### src/icache_pkg.sv
`default_nettype none

package icache_pkg;

    // address and fetch widths
    localparam int ADDR_W = 32;
    localparam int WORD_W = 32;
    localparam int PAIR_W = 2 * WORD_W;

    // cache geometry
    localparam int WAY_NUM     = 2;
    localparam int SET_NUM     = 128;
    localparam int BLOCK_WORDS = 8;

    // address split
    localparam int INDEX_W    = 7;
    localparam int TAG_W      = 20;
    localparam int PAIR_SEL_W = 2;

    // fetch address, either as a raw word or as lookup fields
    typedef union packed {
        logic [ADDR_W-1:0] raw;
        struct packed {
            logic [TAG_W-1:0]      tag;
            logic [INDEX_W-1:0]    index;
            logic [PAIR_SEL_W-1:0] pair;
            logic [2:0]            offset;
        } f;
    } fetch_addr_u;

    // miss handling states
    typedef enum logic [1:0] {
        IDLE,
        REQ,
        FILL,
        DONE
    } refill_state_e;

endpackage

`default_nettype wire
### src/icache_lookup.sv
`default_nettype none

module icache_lookup (
    input  logic                                                     clk,
    input  logic                                                     rst_n,
    input  logic                                                     fetch_req_i,
    input  logic [icache_pkg::ADDR_W-1:0]                            fetch_addr_i,
    output logic [icache_pkg::INDEX_W-1:0]                           rd_index_o,
    output logic [icache_pkg::PAIR_SEL_W-1:0]                        rd_pair_o,
    input  logic [icache_pkg::WAY_NUM-1:0][icache_pkg::TAG_W-1:0]    rd_tag_i,
    input  logic [icache_pkg::WAY_NUM-1:0]                           rd_valid_i,
    input  logic [icache_pkg::WAY_NUM-1:0][icache_pkg::PAIR_W-1:0]   rd_data_i,
    output logic                                                     miss_o,
    output logic [icache_pkg::ADDR_W-1:0]                            miss_addr_o,
    output logic                                                     hold_o,
    input  logic                                                     refill_done_i,
    input  logic [icache_pkg::PAIR_W-1:0]                            fill_data_i,
    output logic                                                     resp_valid_o,
    output logic [icache_pkg::ADDR_W-1:0]                            resp_addr_o,
    output logic [icache_pkg::PAIR_W-1:0]                            resp_data_o
);
    import icache_pkg::*;

    logic                s0_valid;
    fetch_addr_u         s0_addr;
    logic                s1_valid_q;
    fetch_addr_u         s1_addr_q;
    logic                wait_q;
    logic                hold_valid_q;
    fetch_addr_u         hold_addr_q;
    logic                replay_q;
    logic                s1_active;
    logic                s1_freeze;
    logic [WAY_NUM-1:0]  hit_way;
    logic [PAIR_W-1:0]   hit_data;

    // stage 0: new request, or the held one once the refill is over
    assign s0_valid   = fetch_req_i || replay_q;
    assign s0_addr    = replay_q ? hold_addr_q : fetch_addr_i;
    assign rd_index_o = s0_addr.f.index;
    assign rd_pair_o  = s0_addr.f.pair;

    // stage 1 compare
    always_comb begin
        hit_data = '0;
        for (int w = 0; w < WAY_NUM; w++) begin
            hit_way[w] = rd_valid_i[w] && (rd_tag_i[w] == s1_addr_q.f.tag);
            if (hit_way[w]) begin
                hit_data = rd_data_i[w];
            end
        end
    end

    assign s1_active   = s1_valid_q && !wait_q;
    assign miss_o      = s1_active && !(|hit_way);
    assign miss_addr_o = s1_addr_q.raw;
    assign hold_o      = hold_valid_q;

    // missing request stays in stage 1 until the fill data is back
    assign s1_freeze = miss_o || (wait_q && !refill_done_i);

    always_ff @(posedge clk) begin
        if (!rst_n) begin
            s1_valid_q   <= 1'b0;
            wait_q       <= 1'b0;
            hold_valid_q <= 1'b0;
            replay_q     <= 1'b0;
            resp_valid_o <= 1'b0;
        end else begin
            if (!s1_freeze) begin
                s1_valid_q <= s0_valid;
            end
            if (miss_o) begin
                wait_q <= 1'b1;
            end else if (refill_done_i) begin
                wait_q <= 1'b0;
            end
            if (miss_o && fetch_req_i) begin
                hold_valid_q <= 1'b1;
            end else if (refill_done_i) begin
                hold_valid_q <= 1'b0;
            end
            replay_q     <= refill_done_i && hold_valid_q;
            resp_valid_o <= refill_done_i || (s1_active && (|hit_way));
        end
    end

    always_ff @(posedge clk) begin
        if (!s1_freeze) begin
            s1_addr_q <= s0_addr;
        end
        if (miss_o && fetch_req_i) begin
            hold_addr_q <= fetch_addr_i;
        end
        if (refill_done_i || s1_active) begin
            resp_addr_o <= s1_addr_q.raw;
            resp_data_o <= refill_done_i ? fill_data_i : hit_data;
        end
    end

endmodule

`default_nettype wire

### config.mk
export PLATFORM = sky130hd
export DESIGN_NAME = icache_lookup
export DESIGN_NICKNAME = d
export VERILOG_FILES = /design/src/icache_pkg.sv /design/src/icache_lookup.sv
export SDC_FILE = /design/constraint.sdc
export NUM_CORES = 1
export LEC_CHECK = 0
export BUFFER_PORTS_ARGS = -buffer_cell sky130_fd_sc_hd__buf_2
export CORE_AREA = 10 10 152 154
export CTS_CLUSTER_SIZE = 24
export DETAILED_ROUTE_END_ITERATION = 10
export DIE_AREA = 0 0 162 164
export GPL_TIMING_DRIVEN = 0
export PLACE_DENSITY = 0.72
export SYNTH_ARGS = -nofsm -noshare
export SYNTH_HDL_FRONTEND = slang
export SYNTH_SLANG_ARGS = --single-unit
### constraint.sdc
create_clock -name clk -period 4 [get_ports clk]
set_input_delay 1 -clock clk [delete_from_list [all_inputs] [get_ports clk]]
set_output_delay 1 -clock clk [all_outputs]
set_load 0.01 [all_outputs]
==> reports/qor.csv, run 1 <==
stage,metric,value,unit
grt,antenna_found_initial,5,
placed_design,dp_slack,0.0126,ns
logic_synthesis,syn_area,7600,um2
power_and_ir_drop,power_density,432,nW/um2
timing,setup_viol,0,
logic_synthesis,yosysTopAreaCell,edfxtp_1,
timing,post-route-min-period,3.82,ns
logic_synthesis,yosys.area.top_type_share,63.2,%
final_layout,final_cell_area,10700,um2
power_and_ir_drop,pwr-share-comb,14.8,%
timing,setup_ws,0.183,ns
power_and_ir_drop,leakagePower,0.00461,uW
timing,period_share,95.4,%
setup_path,r2r_cells,8,
placed_design,placed_area,10000,um2
logic_synthesis,ys_async_sr_fraction,0,%
grt,grt_pass1_wl,41300,um
cts,numCtsBuffers,17,
cts,cts_setup_buffers,0,
logic_synthesis,synth_area_per_cell,14.6,um2
power_and_ir_drop,p_switching,1200,uW
timing,maxSlewViolCount,0,
hold_path,hold_depth,0,
logic_synthesis,syn_inst,519,
cts,cts.reportedPaths.clkPinSlew,0.07,ns
cts,clockRootBuffer,clkbuf_16,
floorplan,ios,410,
setup_path,crit_fanout,5,
cts,clockBufferDepth,2,
final_layout,n_fill_cell,1792,
routing,via_per_inst,4.99,
routing,vias,6163,
power_and_ir_drop,peakVddDrop,279,uV
routing,ant_nets,0,
power_and_ir_drop,pwr-share-clk,38.5,%
cts,cts_tree,built,
floorplan,rows,52,
logic_synthesis,synth_cell_types,29,
floorplan,start_util,37.9,%
setup_path,crit_path_end_kind,primary output,
final_layout,area_delta_synth_final,40.7,%
logic_synthesis,synth_compound_area_share,8.98,%
logic_synthesis,synthMuxAreaShare,4.74,%
logic_synthesis,synth_xor_area_share,4.61,%
setup_path,slowest_delay,0.39,ns
final_layout,num-nets-final,1218,
floorplan,dieArea,26600,um2
routing,drt_iter0_markers,459,
timing,hold_viol_final,0,
setup_path,critPathKind,input port to primary output,
floorplan,dieHeight,164,um
timing,hold_ws,0.448,ns
logic_synthesis,ys_warn_count,0,
logic_synthesis,synth_adder_area_share,0,%
job,cap_violations,0,
placed_design,port_buffers,408,
grt,grt_pass1_vias,6438,
logic_synthesis,synth_nets,789,
placed_design,dp_hpwl,23300,um
cts,htreeDepth,4,
final_layout,instances_no_fill,1235,
logic_synthesis,synth_ff_type,edfxtp_1,
floorplan,coreArea,20000,um2
logic_synthesis,synth_top_family_by_area,simple AND/OR/NAND/NOR gates,
floorplan,die_x,162,um
setup_path,worstPathArrival,2.82,ns
cts,holdBufCountCts,0,
timing,maxSlewHeadroom,43.2,%
run_status,status,"complete, no violations",
timing,max_freq,0.262,GHz
setup_path,crit_chain,buf_2 > xnor2_1 > nand4_1 > nor4_1 > nand4_1 > and3_1 > clkbuf_1 > buf_2,
grt,gr-total-overflow,0,
logic_synthesis,ys_seq_area_share,64.6,%
power_and_ir_drop,internal_power,3410,uW
routing,wirelength,28900,um
routing,wl_per_cell,23.4,um
timing,tightestPinTransition,0.851,ns
setup_path,crit_path_start_kind,input port,
grt,grt_max_degree,66,
logic_synthesis,synth-seq-cells,165,
grt,grt.total_usage,20.8,%
setup_path,worstPathRequired,3.00,ns
hold_path,hold_path.class,flip-flop to flip-flop,
cts,clock-sinks,165,
timing,rsz0062_at_grt,false,
routing,drt_pass1_iterations,5,
setup_path,slowest_stage,nor4_1,
placed_design,dp_cells,1199,
placed_design,gp_congestion,0.988,
cts,clkLatencyLatePin,0.42,ns
logic_synthesis,synth_edf_count,160,
routing,drc,0,
power_and_ir_drop,seqPwrFrac,46.7,%
timing,skew,0.0117,ns
power_and_ir_drop,switching_share,26.0,%
logic_synthesis,synthTopCellsByArea,"edfxtp_1 63%, a221o_1 8.4%, nor2b_1 5.5%, and2_1 5.4%, mux2_2 4.7%",
final_layout,drive_gt1_share,52.1,%
logic_synthesis,synth-simple-area-share,13.8,%
Yosys cell counts (2+ instances only):
master      n
edfxtp_1  160
nor2b_1    67
and2_1     65
a221o_1    64
mux2_2     32
xnor2_1    28
clkbuf_1   20
xor2_1     12
nand4_1    11
buf_4       9
buf_6       7
buf_2       6
nor4_1      6
dfxtp_1     5
nand2_1     4
nand3_1     4
and3_1      3
nor2_1      3
o21a_1      2
o21ai_0     2
registers in the layout, indices dropped and copies added (netlist names), 32 cells and up:
name	count
hold_addr_q	32
resp_data_o	64
resp_addr_o	32
miss_addr_o	32
cells by family (layout without fill, tap and decap cells):
kind of cell	after synthesis	after routing
DFF	165	165
other	0	4
muxes	32	32
AOI/OAI and AO/OA	70	70
xor gates and xnor gates	40	40
buffers and inverters	43	485
and+or+nand+nor	169	169
what timing repair did:
action                                  4_1_cts  5_1_grt
endpoints found under the hold margin         0        0
gates resized for setup                       0        1
endpoints found under the setup margin        0        1
path summary, 6_finish.rpt:
check	start	to	slack (ns)
max	rd_tag_i[37]	miss_o	0.18
min	miss_addr_o[0]$_DFFE_PN_	resp_addr_o[0]$_DFFE_PP_	0.45
max reg2reg	miss_addr_o[29]$_DFFE_PN_	miss_addr_o[31]$_DFFE_PN_	0.89
min reg2reg	miss_addr_o[0]$_DFFE_PN_	resp_addr_o[0]$_DFFE_PP_	0.45
layer usage:
layer  wire length, um  track usage [%]  part of all wire [%]  vias to the layer above
met1             10300             22.2                    36                     2984
met3              2980             8.39                    10                       32
met2             14900             36.6                    52                      298
met4               657             7.24                   2.3                        2
met5                13                0                 0.045                        -
li1                  -                -                     -                     2847
through the flow:
stage / total power [uW] / util, % / setup TNS (ns)
2_1_floorplan: 2490 / - / 0
3_3_place_gp: 2860 / 49.8 / -126.74
3_5_place_dp: 2890 / 50.1 / 0
4_1_cts: 4670 / 53.3 / 0
5_1_grt: 4800 / 53.3 / 0
6_report: 4620 / 53.4 / 0
power by group through the flow:
| stage | registers, uW | logic, uW | clock network (uW) |
|---|---|---|---|
| finish | 2150 | 683 | 1780 |
| floorplan | 2250 | 233 | 0 |
| CTS | 2160 | 695 | 1820 |
| global placement | 2200 | 665 | 0 |
| global route | 2170 | 740 | 1890 |
| detailed placement | 2200 | 691 | 0 |
layout make-up:
| type | count | area, um2 | area share (%) |
|---|---|---|---|
| Antenna cell | 4 | 10.0 | 0.0936 |
| Sequential cell | 165 | 4900 | 45.9 |
| Clock inverter | 15 | 208 | 1.94 |
| Tap cell | 270 | 338 | 3.16 |
| Timing Repair Buffer | 410 | 2100 | 19.6 |
| Buffer | 42 | 251 | 2.35 |
| Clock buffer | 17 | 425 | 3.98 |
| Inverter | 1 | 3.75 | 0.0351 |
| Multi-Input combinational cell | 311 | 2450 | 23.0 |
layout by cell type, fill, tap and decap left out, drive strengths merged, types with 5 or more instances in the layout:
master / netlist / final
a221o: 64 / 64
and2: 65 / 65
buf: 22 / 432
clkbuf: 20 / 37
dfxtp: 5 / 5
edfxtp: 160 / 160
inv: 1 / 9
mux2: 32 / 32
nand4: 11 / 11
nor2b: 67 / 67
nor4: 6 / 6
xnor2: 28 / 28
xor2: 12 / 12
worst max-delay path, delay by kind of cell:
kind / cells / cell delay [ns]
xor+xnor: 1 / 0.31
buf+inv: 3 / 0.45
simple gates: 4 / 1.05
Power figures use the tool's default switching activity.
==> inputs of run 2 (changes only) <==
--- a/config.mk
+++ b/config.mk
@@ -6,12 +6,14 @@
 export NUM_CORES = 1
 export LEC_CHECK = 0
 export BUFFER_PORTS_ARGS = -buffer_cell sky130_fd_sc_hd__buf_2
-export CORE_AREA = 10 10 152 154
+export CELL_PAD_IN_SITES_DETAIL_PLACEMENT = 2
+export CELL_PAD_IN_SITES_GLOBAL_PLACEMENT = 2
+export CORE_MARGIN = 10
+export CORE_UTILIZATION = 25
 export CTS_CLUSTER_SIZE = 24
 export DETAILED_ROUTE_END_ITERATION = 10
-export DIE_AREA = 0 0 162 164
 export GPL_TIMING_DRIVEN = 0
-export PLACE_DENSITY = 0.72
+export PLACE_DENSITY_LB_ADDON = 0.1
 export SYNTH_ARGS = -nofsm -noshare
 export SYNTH_HDL_FRONTEND = slang
 export SYNTH_SLANG_ARGS = --single-unit
==> run 2 against run 1 <==
Via count about the same. Clock-buffer cell count is the same. Utilization is 17 points lower. Die area up 42%. Sequential share of layout area decreased by 0.64 points. Critical path depth is the same. Worst hold slack improved by 0.00077 ns. Setup slack improved by 0.069 ns. Combinational power about the same.
==> reports/qor.csv, run 2 (synthesis gave the netlist of run 1 again) <==
stage,metric,value,unit,change
hold_path,hold_path.class,flip-flop to flip-flop,,
routing,drt_pass1_iterations,4,,-1
cts,cts.reportedPaths.clkPinSlew,0.09,ns,+0.02 ns
routing,wirelength,33600,um,+17%
setup_path,worstPathRequired,3.00,ns,about the same
placed_design,dp_cells,1320,,+10%
routing,ant_nets,0,,unchanged
setup_path,critPathKind,input port to primary output,,
cts,clkLatencyLatePin,0.44,ns,+0.02 ns
timing,setup_viol,0,,unchanged
cts,clock-sinks,165,,unchanged
timing,fin_tns_setup,0,ns,unchanged
cts,htreeDepth,4,,unchanged
power_and_ir_drop,pwr-share-clk,37.6,%,-0.9 points
cts,clockRootBuffer,clkbuf_16,,
floorplan,ios,410,,unchanged
timing,hold_viol_final,0,,unchanged
final_layout,regMostFlops,resp_data_o,,
placed_design,port_buffers,408,,unchanged
grt,grt_pass1_vias,6821,,+5.9%
routing,via_per_inst,4.53,,-9.3%
power_and_ir_drop,seqPwrFrac,47.3,%,+0.6 points
final_layout,final_common_cell,buf_2,,
timing,max_freq,0.267,GHz,+1.8%
final_layout,largest_reg_flops,64,,unchanged
timing,rsz0062_at_grt,false,,
power_and_ir_drop,p_switching,1300,uW,+8.0%
floorplan,dieHeight,194,um,+18%
final_layout,drive_gt1_share,52.2,%,about the same
job,cap_violations,0,,unchanged
power_and_ir_drop,pwr-share-comb,15.1,%,+0.3 points
timing,period_share,93.7,%,-1.7 points
setup_path,crit_path_start_kind,input port,,
floorplan,start_util,25.5,%,-12 points
grt,grt_pass1_wl,49100,um,+19%
grt,grt_max_degree,53,,-20%
cts,cts_tree,built,,
grt,antenna_found_initial,22,,+17
routing,wl_per_cell,24.7,um,+5.6%
grt,gr-total-overflow,0,,unchanged
final_layout,num-nets-final,1219,,+0.082%
power_and_ir_drop,p_total,4550,uW,-1.5%
floorplan,rows,63,,+21%
final_layout,final_util,36.4,%,-17 points
power_and_ir_drop,peakVddDrop,215,uV,-23%
setup_path,crit_path_end_kind,primary output,,
cts,clockBufferDepth,2,,unchanged
routing,drt_iter0_markers,251,,-45%
routing,vias,6169,,+0.097%
power_and_ir_drop,switching_share,28.5,%,+2.5 points
cts,numCtsBuffers,17,,unchanged
final_layout,instances_no_fill,1363,,+10%
timing,tightestPinTransition,0.753,ns,-0.0984 ns
power_and_ir_drop,internal_power,3250,uW,-4.8%
power_and_ir_drop,leakagePower,0.00459,uW,-0.43%
setup_path,worstPathArrival,2.75,ns,-0.07 ns
placed_design,gp_congestion,0.777,,-21%
cts,cts_setup_buffers,0,,unchanged
setup_path,crit_fanout,5,,unchanged
timing,skew,0.0207,ns,+0.00903 ns
final_layout,final_cell_mix,"414 x buf_2, 160 x edfxtp_1, 67 x nor2b_1, 64 x and2_1, 64 x a221o_1",,
power_and_ir_drop,power_density,419,nW/um2,-2.8%
run_status,status,"complete, no violations",,
timing,maxSlewViolCount,0,,unchanged
routing,drc,0,,unchanged
grt,grt.total_usage,17.4,%,-3.4 points
floorplan,dieArea,37800,um2,+42%
timing,maxSlewHeadroom,49.8,%,+6.6 points
floorplan,die_x,194,um,+20%
final_layout,area_delta_synth_final,42.7,%,
timing,post-route-min-period,3.75,ns,-0.0686 ns
placed_design,dp_hpwl,27000,um,+16%
floorplan,coreArea,29800,um2,+49%
## run 2: cell types whose count changed in the layout (fill, tap and decap cells not counted), moves of 3 or more
cell | before | now
bufinv_16 | 3 | 0
inv_8 | 2 | 5
inv_6 | 6 | 1
diode_2 | 4 | 11
## run 2: area by class of cell
class,instances,area (um2)
inverter,1,3.75
timing repair buffer,411,2110
antenna,11,27.5
tap,390,488
sequential,165,4900
buffer,42,251
clock buffer,17,425
clock inverter,15,179
multi-input combinational,311,2450
fill,3244,19000
## run 2: final timing paths
check / startpoint / end / slack (ns) / depth (start not counted)
worst max register to register: miss_addr_o[31]$_DFFE_PN_ / miss_addr_o[11]$_DFFE_PN_ / 1.04 / 8
worst max-delay path: rd_tag_i[30] / miss_o / 0.25 / 8
worst min-delay path: miss_addr_o[4]$_DFFE_PN_ / resp_addr_o[4]$_DFFE_PP_ / 0.45 / 0
worst min register to register: miss_addr_o[4]$_DFFE_PN_ / resp_addr_o[4]$_DFFE_PP_ / 0.45 / 0
## run 2: per-layer routing
layer / global-route usage, % / wire [um]
met5: 0 / 172
met2: 29.6 / 16700
met1: 19.4 / 13200
met4: 3.32 / 244
met3: 8.36 / 3390
## run 2: stage by stage
stage / area [um2] / hold WS [ns] / worst slack (ns)
floorplan: 7600 / 0.499 / 0.126
detailed placement: 10200 / 0.438 / -0.0286
global placement: 10100 / 0.427 / -1.80
global route: 10800 / 0.467 / 0.0490
finish: 10800 / 0.449 / 0.252
CTS: 10800 / 0.458 / 0.0214
## run 2: what timing repair did
item | 4_1_cts | 5_1_grt
resized for setup | 0 | 1
hold buffers | 0 | 0
setup endpoints to repair | 0 | 1
## run 2: worst max-delay path, stage by stage
cell,delay (ns)
buf_2,0.11
xnor2_1,0.23
nand4_1,0.14
nor4_1,0.40
nand4_1,0.27
and3_1,0.24
clkbuf_1,0.17
buf_2,0.19
## run 2: power groups by stage
stage | combinational, uW | clock, uW | sequential [uW]
2_1_floorplan | 233 | 0 | 2250
3_3_place_gp | 677 | 0 | 2200
3_5_place_dp | 703 | 0 | 2200
4_1_cts | 706 | 1770 | 2160
5_1_grt | 759 | 1840 | 2170
6_report | 685 | 1710 | 2150
