<file path="src/icache_pkg.sv">
`default_nettype none

package icache_pkg;

    // address and fetch widths
    localparam int ADDR_W = 32;
    localparam int WORD_W = 32;
    localparam int PAIR_W = 2 * WORD_W;

    // cache geometry
    localparam int WAY_NUM     = 2;
    localparam int SET_NUM     = 128;
    localparam int BLOCK_WORDS = 8;

    // address split
    localparam int INDEX_W    = 7;
    localparam int TAG_W      = 20;
    localparam int PAIR_SEL_W = 2;

    // fetch address, either as a raw word or as lookup fields
    typedef union packed {
        logic [ADDR_W-1:0] raw;
        struct packed {
            logic [TAG_W-1:0]      tag;
            logic [INDEX_W-1:0]    index;
            logic [PAIR_SEL_W-1:0] pair;
            logic [2:0]            offset;
        } f;
    } fetch_addr_u;

    // miss handling states
    typedef enum logic [1:0] {
        IDLE,
        REQ,
        FILL,
        DONE
    } refill_state_e;

endpackage

`default_nettype wire
</file>
<file path="src/icache_refill.sv">
`default_nettype none

module icache_refill (
    input  logic                                   clk,
    input  logic                                   rst_n,
    input  logic                                   miss_i,
    input  logic [icache_pkg::ADDR_W-1:0]          miss_addr_i,
    input  logic                                   hold_i,
    output logic                                   mem_addr_valid_o,
    output logic [icache_pkg::ADDR_W-1:0]          mem_addr_o,
    input  logic                                   mem_addr_ready_i,
    input  logic                                   mem_data_valid_i,
    input  logic [icache_pkg::WORD_W-1:0]          mem_data_i,
    output logic [icache_pkg::WAY_NUM-1:0]         tag_wr_en_o,
    output logic [icache_pkg::INDEX_W-1:0]         tag_wr_index_o,
    output logic [icache_pkg::TAG_W-1:0]           tag_wr_tag_o,
    output logic [icache_pkg::WAY_NUM-1:0]         data_wr_en_o,
    output logic [icache_pkg::INDEX_W-1:0]         data_wr_index_o,
    output logic [icache_pkg::PAIR_SEL_W-1:0]      data_wr_pair_o,
    output logic [icache_pkg::PAIR_W-1:0]          data_wr_data_o,
    output logic [icache_pkg::PAIR_W-1:0]          fill_data_o,
    output logic                                   refill_done_o,
    output logic                                   busy_o
);
    import icache_pkg::*;

    refill_state_e                    state_q;
    refill_state_e                    state_d;
    logic [$clog2(BLOCK_WORDS)-1:0]   beat_cnt_q;
    fetch_addr_u                      addr_q;
    logic [WORD_W-1:0]                low_word_q;
    logic [PAIR_W-1:0]                fill_q;
    logic [SET_NUM-1:0]               victim_q;
    logic [WAY_NUM-1:0]               victim_oh;
    logic                             start;
    logic                             beat;
    logic                             pair_done;
    logic                             pair_match;
    logic                             last_beat;
    logic [PAIR_W-1:0]                pair_data;

    assign start      = miss_i && (state_q == IDLE || state_q == DONE);
    assign beat       = (state_q == FILL) && mem_data_valid_i;
    assign pair_done  = beat && beat_cnt_q[0];
    assign last_beat  = beat && (&beat_cnt_q);
    assign pair_data  = {mem_data_i, low_word_q};
    assign pair_match = beat_cnt_q[PAIR_SEL_W:1] == addr_q.f.pair;
    assign victim_oh  = WAY_NUM'(1) << victim_q[addr_q.f.index];

    // block-aligned request, held through REQ
    assign mem_addr_valid_o = (state_q == REQ);
    assign mem_addr_o       = {addr_q.f.tag, addr_q.f.index, {(ADDR_W-TAG_W-INDEX_W){1'b0}}};

    // each second beat completes a pair
    assign data_wr_en_o    = pair_done ? victim_oh : '0;
    assign data_wr_index_o = addr_q.f.index;
    assign data_wr_pair_o  = beat_cnt_q[PAIR_SEL_W:1];
    assign data_wr_data_o  = pair_data;

    assign tag_wr_en_o    = last_beat ? victim_oh : '0;
    assign tag_wr_index_o = addr_q.f.index;
    assign tag_wr_tag_o   = addr_q.f.tag;

    // requested pair may be the one completing right now
    assign fill_data_o   = (pair_done && pair_match) ? pair_data : fill_q;
    assign refill_done_o = last_beat;
    assign busy_o        = (state_q != IDLE);

    always_comb begin
        state_d = state_q;
        case (state_q)
            IDLE: begin
                if (miss_i) begin
                    state_d = REQ;
                end
            end
            REQ: begin
                if (mem_addr_ready_i) begin
                    state_d = FILL;
                end
            end
            FILL: begin
                if (last_beat) begin
                    state_d = hold_i ? DONE : IDLE;
                end
            end
            DONE: begin
                // two cycles for the held request to get through lookup
                if (beat_cnt_q[0]) begin
                    state_d = miss_i ? REQ : IDLE;
                end
            end
            default: state_d = IDLE;
        endcase
    end

    always_ff @(posedge clk) begin
        if (!rst_n) begin
            state_q    <= IDLE;
            beat_cnt_q <= '0;
            victim_q   <= '0;
        end else begin
            state_q <= state_d;
            if (start) begin
                beat_cnt_q <= '0;
            end else if (beat || state_q == DONE) begin
                beat_cnt_q <= beat_cnt_q + 1'b1;
            end
            if (last_beat) begin
                victim_q[addr_q.f.index] <= ~victim_q[addr_q.f.index];
            end
        end
    end

    always_ff @(posedge clk) begin
        if (start) begin
            addr_q <= miss_addr_i;
        end
        if (beat && !beat_cnt_q[0]) begin
            low_word_q <= mem_data_i;
        end
        if (pair_done && pair_match) begin
            fill_q <= pair_data;
        end
    end

endmodule

`default_nettype wire

</file>
<file path="config.mk">
export PLATFORM = sky130hd
export DESIGN_NAME = icache_refill
export DESIGN_NICKNAME = d
export VERILOG_FILES = /design/src/icache_pkg.sv /design/src/icache_refill.sv
export SDC_FILE = /design/constraint.sdc
export NUM_CORES = 1
export LEC_CHECK = 0
export ABC_AREA = 1
export BUFFER_PORTS_ARGS = -buffer_cell sky130_fd_sc_hd__buf_4
export CAP_MARGIN = 20
export CORE_MARGIN = 5
export CORE_UTILIZATION = 54
export DETAILED_ROUTE_END_ITERATION = 8
export PLACE_DENSITY = 0.79
export SETUP_SLACK_MARGIN = 0.02
export SYNTH_ARGS = -nofsm -noshare
export SYNTH_HDL_FRONTEND = slang
export SYNTH_SLANG_ARGS = --single-unit
</file>
<file path="constraint.sdc">
create_clock -name clk -period 3.4 [get_ports clk]
set_input_delay 0.17 -clock clk [delete_from_list [all_inputs] [get_ports clk]]
set_output_delay 0.17 -clock clk [all_outputs]
set_load 0.1 [all_outputs]
</file>
==> results of run 1 <==
[through the flow]
stage | hold WS, ps | power, W
global placement | 348 | 0.00780
detailed placement | 349 | 0.00782
floorplan | 269 | 0.00716
CTS | 6.57 | 0.0107
finish | 55.0 | 0.0109
global route | 47.9 | 0.0112
[placed cells by master (no fill, tap or decap), types with 8 or more instances in the layout]
cell                              n
sky130_fd_sc_hd__nand3_1         30
sky130_fd_sc_hd__nor2_1         182
sky130_fd_sc_hd__a21oi_2         90
sky130_fd_sc_hd__dlygate4sd3_1   63
sky130_fd_sc_hd__clkbuf_1         9
sky130_fd_sc_hd__inv_1           93
sky130_fd_sc_hd__o21ai_0        132
sky130_fd_sc_hd__edfxtp_1        61
sky130_fd_sc_hd__nand2_1        287
sky130_fd_sc_hd__mux2_2          64
sky130_fd_sc_hd__dfxtp_1        197
sky130_fd_sc_hd__a21oi_1         40
sky130_fd_sc_hd__clkinv_1         8
sky130_fd_sc_hd__buf_4          282
sky130_fd_sc_hd__clkbuf_16       30
[report_power, final]
group / switching, W / total, W / internal, W
registers: 0.000180 / 0.00358 / 0.00340
logic: 0.00358 / 0.00445 / 0.000865
clock network: 0.00127 / 0.00289 / 0.00162
[cell type report]
cell class              count  area (um^2)
fillers                  1558         6810
flip-flops and latches    258         5780
multi-input cells         858         4560
repair buffers            355         2900
clock buffers              41          801
inverters                  97          369
well taps                 280          350
clock inverters            11         48.8
[tightest hold or removal path: cells and delay by family]
| family | cells | cell delay [ps] |
|---|---|---|
| compound gates | 2 | 260 |
| buf+inv | 1 | 90 |
[path summary, 6_finish.rpt]
| kind | slack, ps | cells after the start | end | from |
|---|---|---|---|---|
| worst min register to register | 470 | 1 | fill_q[38] | fill_q[38] |
| worst max-delay path | 170 | 16 | tag_wr_en_o[1] | addr_q[5] |
| worst min-delay path | 50 | 3 | state_q[1] | hold_i |
| worst max register to register | 260 | 10 | victim_q[4] | state_q[0] |
[metal layers]
metal | track usage | routed length, um | vias up
met5 | 0 | 0 | -
met4 | 0.138 | 1780 | 0
met3 | 0.0608 | 3330 | 139
met2 | 0.464 | 18500 | 612
met1 | 0.337 | 13500 | 4762
li1 | - | - | 4796
[repair_timing]
| action | 4_1_cts | 5_1_grt |
|---|---|---|
| pin swaps | 0 | 2 |
| resized for setup | 2 | 12 |
| endpoints found under the setup margin | 4 | 59 |
| gates cloned | 0 | 1 |
| hold endpoints to repair | 94 | 0 |
| setup buffers | 3 | 5 |
| hold buffers | 63 | 0 |
[sequential cells by signal, summed over array words and instances, names as in the netlist]
name	flops
state_q	2
fill_q	64
victim_q	128
beat_cnt_q	3
low_word_q	32
addr_q	29
[logic make-up after synthesis]
kind of cell	share of synthesized area
AND/OR/NAND/NOR	0.169
XOR/XNOR	0.00149
adder cells (fa/ha/maj)	0.00746
AO/OA/AOI/OAI	0.144
flip-flops	0.492
buffers and inverters	0.124
multiplexers	0.0614
other	0.000320
==> load_flow_metrics.sql, run 1 <==
INSERT INTO impl_metrics (metric_group, metric, value, unit) VALUES
('floorplanning', 'fp.dieArea', '24800', 'um^2'),
('floorplanning', 'fp.coreArea', '21600', 'um^2'),
('grt', 'grt_pass1_vias', '10020', ''),
('placement', 'port_buffers', '264', ''),
('placement', 'dpl-instance-area', '13200', 'um^2'),
('detailed_routing', 'via_count', '10309', ''),
('synth', 'synth_edf_count', '61', ''),
('cts', 'clock_tree_from_tritoncts', 'yes', ''),
('final_layout', 'syn2layout_area_growth', '26.2', '%'),
('job', 'max-cap-violations', '0', ''),
('setup_path', 'crit_chain', 'buf_4 > inv_6 > buf_6 > nand2_1 > nand2_1 > nand2_1 > nand2_1 > nand2_1 > nand2_1 > nand2_1 > nand2_1 > nor2_1 > nand4_4 > inv_1 > nor2_1 > buf_4', ''),
('synth', 'syn-mean-instance-area', '8.57', 'um^2'),
('synth', 'synth_largest_type_area_fraction', '0.336', ''),
('final_layout', 'layoutNonFillerInstCount', '1900', ''),
('placement', 'routabilityCongestion', '0.813', ''),
('synth', 'yosysWarningCount', '0', ''),
('detailed_routing', 'drtAntennaViolNets', '0', ''),
('grt', 'grt_start_max_net_pins', '103', ''),
('status', 'outcome', 'finished clean', ''),
('synth', 'number_of_synthesized_register_bits', '258', ''),
('cts', 'cts_inserted_buffers', '28', ''),
('sta', 'clock_skew', '31.9', 'ps'),
('detailed_routing', 'detail_route.wl_per_cell', '19.5', 'um'),
('sta', 'hold_viol', '0', ''),
('power_and_ir_drop', 'leakagePower', '6.40', 'nW'),
('sta', 'fmaxAchievable', '0.310', 'GHz'),
('cts', 'ctsLongestPathBuffers', '3', ''),
('detailed_routing', 'detailed_route_iter0_violations', '1122', ''),
('grt', 'total_routing_usage_reported_by_global_routing', '0.277', ''),
('sta', 'min_period_over_period', '0.949', ''),
('detailed_routing', 'wirelength', '37.1', 'mm'),
('synth', 'synth-async-reset-ratio', '0', ''),
('sta', 'report.final.slew_viol_count', '0', ''),
('power_and_ir_drop', 'power.density', '737', 'nW/um^2'),
('sta', 'tightest_slew', '925', 'ps'),
('final_layout', 'drive_gt1_frac', '0.306', ''),
('setup_path', 'critical_path.max_stage_delay', '360', 'ps'),
('cts', 'h-tree-depth', '1', ''),
('worst_hold_path', 'classification_of_the_worst_slack_hold_path', 'in -> reg', ''),
('setup_path', 'arrival_time_worst_endpoint', '3060', 'ps'),
('final_layout', 'final_design_area_no_fill', '14800', 'um^2'),
('detailed_routing', 'avg_vias_per_cell', '5.43', ''),
('setup_path', 'critical_path_source_type', 'flip-flop', ''),
('cts', 'numClockSinks', '258', ''),
('sta', 'fin_crit', '3230', 'ps'),
('placement', 'detailedPlacementHpwl', '20.8', 'mm'),
('placement', 'placedCellCount', '1776', ''),
('synth', 'number_of_library_cell_types_mapped_by_synthesis', '30', ''),
('sta', 'slew_hr', '0.383', ''),
('setup_path', 'cp-end-kind', 'primary output', ''),
('setup_path', 'dominant_cell_type_by_count_on_the_critical_path', 'sky130_fd_sc_hd__nand2_1', ''),
('synth', 'mappedNetlistArea', '11700', 'um^2'),
('synth', 'syn_inst', '1370', ''),
('placement', 'placement.setup.worst_slack', '428', 'ps'),
('final_layout', 'finalCoreUtilization', '0.685', ''),
('final_layout', 'finalNetCount', '1675', ''),
('cts', 'clk_pin_slew', '60', 'ps'),
('setup_path', 'timing.critical_path.slowest_stage_cell', 'sky130_fd_sc_hd__edfxtp_1', ''),
('detailed_routing', 'drt_pre_antenna_iters', '6', ''),
('sta', 'grt_setup_unrepaired', 'no', ''),
('detailed_routing', 'detail_route.drc_violations', '0', ''),
('final_layout', 'insertedDiodeCount', '0', ''),
('synth', 'most_frequently_used_cell_type_in_the_post_synthesis_netlist', 'sky130_fd_sc_hd__nand2_1', ''),
('setup_path', 'worstSetupPathType', 'reg -> out', ''),
('sta', 'final_setup_violations', '0', ''),
('grt', 'first_pass_grt_wire_length', '54.7', 'mm'),
('cts', 'worstSkewPairLatency', '550', 'ps'),
('floorplanning', 'initial_util', '0.543', ''),
('power_and_ir_drop', 'vdd_ir_drop_max', '0.762', 'mV'),
('grt', 'antenna_found_initial', '0', ''),
('setup_path', 'critical_path_required', '3230', 'ps');
No activity file was read; power rests on OpenSTA's default activity.
==> run 2, diff against run 1 <==
==> constraint.sdc (replaced) <==
create_clock -name clk -period 3.4 [get_ports clk]
set_input_delay 0 -clock clk [delete_from_list [all_inputs] [get_ports clk]]
set_output_delay 0 -clock clk [all_outputs]
set_load 0.1 [all_outputs]
==> run 2 against run 1 <==
Against the previous run: combinational power is essentially flat; fmax shrank 0.80%; clock power grew 7%; highest routed layer unchanged; global-route usage grew 1.1 points; worst hold slack gained 33 ps; first-iteration DRC count shrank 13%.
==> load_flow_metrics.sql, run 2 (synthesis results as in run 1) <==
INSERT INTO impl_metrics (metric_group, metric, value, unit) VALUES
('floorplanning', 'initial_util', '0.543', ''),
('final_layout', 'mostFrequentLayoutCells', '287 x sky130_fd_sc_hd__nand2_1, 286 x sky130_fd_sc_hd__buf_4, 197 x sky130_fd_sc_hd__dfxtp_1', ''),
('power_and_ir_drop', 'vdd_ir_drop_max', '0.937', 'mV'),
('floorplanning', 'io_pins', '273', ''),
('detailed_routing', 'wirelength', '36.9', 'mm'),
('setup_path', 'critical_path.max_stage_delay', '560', 'ps'),
('cts', 'numClockSinks', '258', ''),
('setup_path', 'ff2ff_path_depth', '10', ''),
('detailed_routing', 'detail_route.wl_per_cell', '19.4', 'um'),
('final_layout', 'finalNetCount', '1676', ''),
('final_layout', 'layoutNonFillerInstCount', '1903', ''),
('floorplanning', 'fp.dieArea', '24800', 'um^2'),
('worst_hold_path', 'hold-path-cell-count', '6', ''),
('floorplanning', 'number_of_core_rows', '54', ''),
('final_layout', 'largest_register_ff_count', '128', ''),
('final_layout', 'syn2layout_area_growth', '26.8', '%'),
('grt', 'total_routing_usage_reported_by_global_routing', '0.288', ''),
('final_layout', 'regArea', '5780', 'um^2'),
('setup_path', 'timing.critical_path.slowest_stage_cell', 'sky130_fd_sc_hd__edfxtp_1', ''),
('detailed_routing', 'drt_pre_antenna_iters', '8', ''),
('placement', 'port_buffers', '264', ''),
('grt', 'first_pass_grt_wire_length', '56.5', 'mm'),
('cts', 'cts_root_buf', 'sky130_fd_sc_hd__clkbuf_16', ''),
('detailed_routing', 'avg_vias_per_cell', '5.38', ''),
('worst_hold_path', 'holdCritStartpoint', 'mem_addr_ready_i', ''),
('cts', 'cts_inserted_buffers', '28', ''),
('placement', 'detailedPlacementHpwl', '21.1', 'mm'),
('setup_path', 'critical_path.reg2reg.startpoint', 'state_q[0]', ''),
('detailed_routing', 'detailed_route_iter0_violations', '975', ''),
('worst_hold_path', 'holdPathEnd', 'state_q[0]', ''),
('cts', 'clock_tree_from_tritoncts', 'yes', ''),
('setup_path', 'worst-path-max-fanout', '13', ''),
('sta', 'grt_setup_unrepaired', 'no', ''),
('sta', 'final_setup_violations', '0', ''),
('floorplanning', 'fp.coreArea', '21600', 'um^2'),
('grt', 'grt_start_max_net_pins', '99', ''),
('power_and_ir_drop', 'power.density', '746', 'nW/um^2'),
('power_and_ir_drop', 'total_power_draw', '0.0111', 'W'),
('cts', 'clk_pin_slew', '60', 'ps'),
('setup_path', 'dominant_cell_type_by_count_on_the_critical_path', 'sky130_fd_sc_hd__nor2_1', ''),
('final_layout', 'final.fill_count', '1528', ''),
('cts', 'worstSkewPairLatency', '570', 'ps'),
('setup_path', 'critical_path_required', '3400', 'ps'),
('sta', 'tightest_slew', '868', 'ps'),
('setup_path', 'reg2reg_setup_slack', '320', 'ps'),
('placement', 'routabilityCongestion', '0.856', ''),
('setup_path', 'cp-end-kind', 'primary output', ''),
('worst_hold_path', 'classification_of_the_worst_slack_hold_path', 'in -> reg', ''),
('final_layout', 'largest_register_by_flop_count', 'victim_q', ''),
('floorplanning', 'die_height', '157', 'um'),
('status', 'outcome', 'finished clean', ''),
('sta', 'slew_hr', '0.421', ''),
('sta', 'fmaxAchievable', '0.307', 'GHz'),
('setup_path', 'arrival_time_worst_endpoint', '3250', 'ps'),
('final_layout', 'largest_registers', 'victim_q (128), fill_q (64), low_word_q (32)', ''),
('sta', 'report.final.slew_viol_count', '0', ''),
('detailed_routing', 'via_count', '10243', ''),
('sta', 'hold_viol', '0', ''),
('cts', 'h-tree-depth', '1', ''),
('sta', 'fin_crit', '3250', 'ps'),
('grt', 'grt_pass1_vias', '10234', ''),
('detailed_routing', 'detail_route.drc_violations', '0', ''),
('sta', 'min_period_over_period', '0.957', ''),
('grt', 'grt.overflow.total', '0', ''),
('final_layout', 'drive_gt1_frac', '0.311', ''),
('setup_path', 'worstSetupPathType', 'reg -> out', ''),
('setup_path', 'critical_path_source_type', 'flip-flop', ''),
('final_layout', 'area_of_the_multi_input_gates', '4560', 'um^2'),
('job', 'max-cap-violations', '0', ''),
('power_and_ir_drop', 'leakagePower', '6.45', 'nW'),
('setup_path', 'crit_chain', 'nand2_2 > inv_1 > nand3_1 > nand2_1 > nor2_1 > nor2_1 > nor2_1 > nand2_1 > nand2_1 > nand4_4 > buf_4 > nor2_1 > buf_4', ''),
('sta', 'clock_skew', '51.2', 'ps'),
('setup_path', 'endpoint_of_the_most_critical_register_to_register_path', 'state_q[1]', ''),
('placement', 'placedCellCount', '1777', ''),
('final_layout', 'layout.cells.most_common', 'sky130_fd_sc_hd__nand2_1', ''),
('sta', 'totalNegativeSetupSlack', '0', 'ps'),
('grt', 'antenna_found_initial', '1', ''),
('cts', 'ctsLongestPathBuffers', '3', ''),
('floorplanning', 'die_w', '157', 'um'),
('detailed_routing', 'drtAntennaViolNets', '0', '');
-- run 2: final cells by class --
type / count / area share
Clock buffer: 37 / 0.0534
Sequential cell: 258 / 0.388
Inverter: 97 / 0.0246
Tap cell: 280 / 0.0235
Antenna cell: 2 / 0.000336
Clock inverter: 15 / 0.0101
Multi-Input combinational cell: 858 / 0.306
Timing Repair Buffer: 356 / 0.194
-- run 2: critical path: cells and delay by family (launching register included) --
family,cells,cell delay [ps]
buffers and inverters,3,800
flip-flops,1,560
AND/OR/NAND/NOR,10,1300
-- run 2: metrics by stage --
stage | hold slack (ps) | setup slack (ps) | cell area (um^2) | util
floorplan | 98.9 | 385 | 11800 | -
global placement | 178 | 559 | 13200 | 0.611
detailed placement | 179 | 529 | 13200 | 0.611
CTS | 6.07 | 35.0 | 14800 | 0.685
global route | 121 | 20.2 | 14900 | 0.688
finish | 88.2 | 146 | 14900 | 0.688
-- run 2: what timing repair did --
| action | in CTS | in global routing |
|---|---|---|
| pin swaps | 0 | 1 |
| hold buffers | 66 | 0 |
| setup endpoints to repair | 3 | 3 |
| endpoints found under the hold margin | 107 | 0 |
| gates resized for setup | 2 | 3 |
| setup buffers | 0 | 6 |
-- run 2: metal layers --
layer | global-route usage | up-vias | routed length (um)
met5 | 0 | - | 0
li1 | - | 4810 | -
met2 | 0.498 | 521 | 18500
met3 | 0.0709 | 115 | 3180
met4 | 0.135 | 0 | 1830
met1 | 0.335 | 4797 | 13400
-- run 2: report_power, final --
part | internal [W] | switching [W] | total, W | leakage (nW)
registers | 0.00340 | 0.000172 | 0.00358 | 2.15
logic | 0.000864 | 0.00359 | 0.00445 | 3.82
clock network | 0.00180 | 0.00128 | 0.00308 | 0.478
total | 0.00607 | 0.00504 | 0.0111 | 6.45
-- run 2: how the worst max path moves through the flow --
| stage | endpoint | start | slack (ps) | cells after the start |
|---|---|---|---|---|
| after global routing | tag_wr_en_o[0] | addr_q[5] | 20 | 15 |
| after detailed placement | tag_wr_en_o[0] | addr_q[5] | 530 | 13 |
| final | tag_wr_en_o[0] | addr_q[6] | 150 | 13 |
| after CTS | tag_wr_en_o[0] | addr_q[6] | 40 | 13 |
| after floorplan | data_wr_en_o[0] | addr_q[5] | 380 | 13 |
| after global placement | victim_q[8] | addr_q[5] | 560 | 14 |
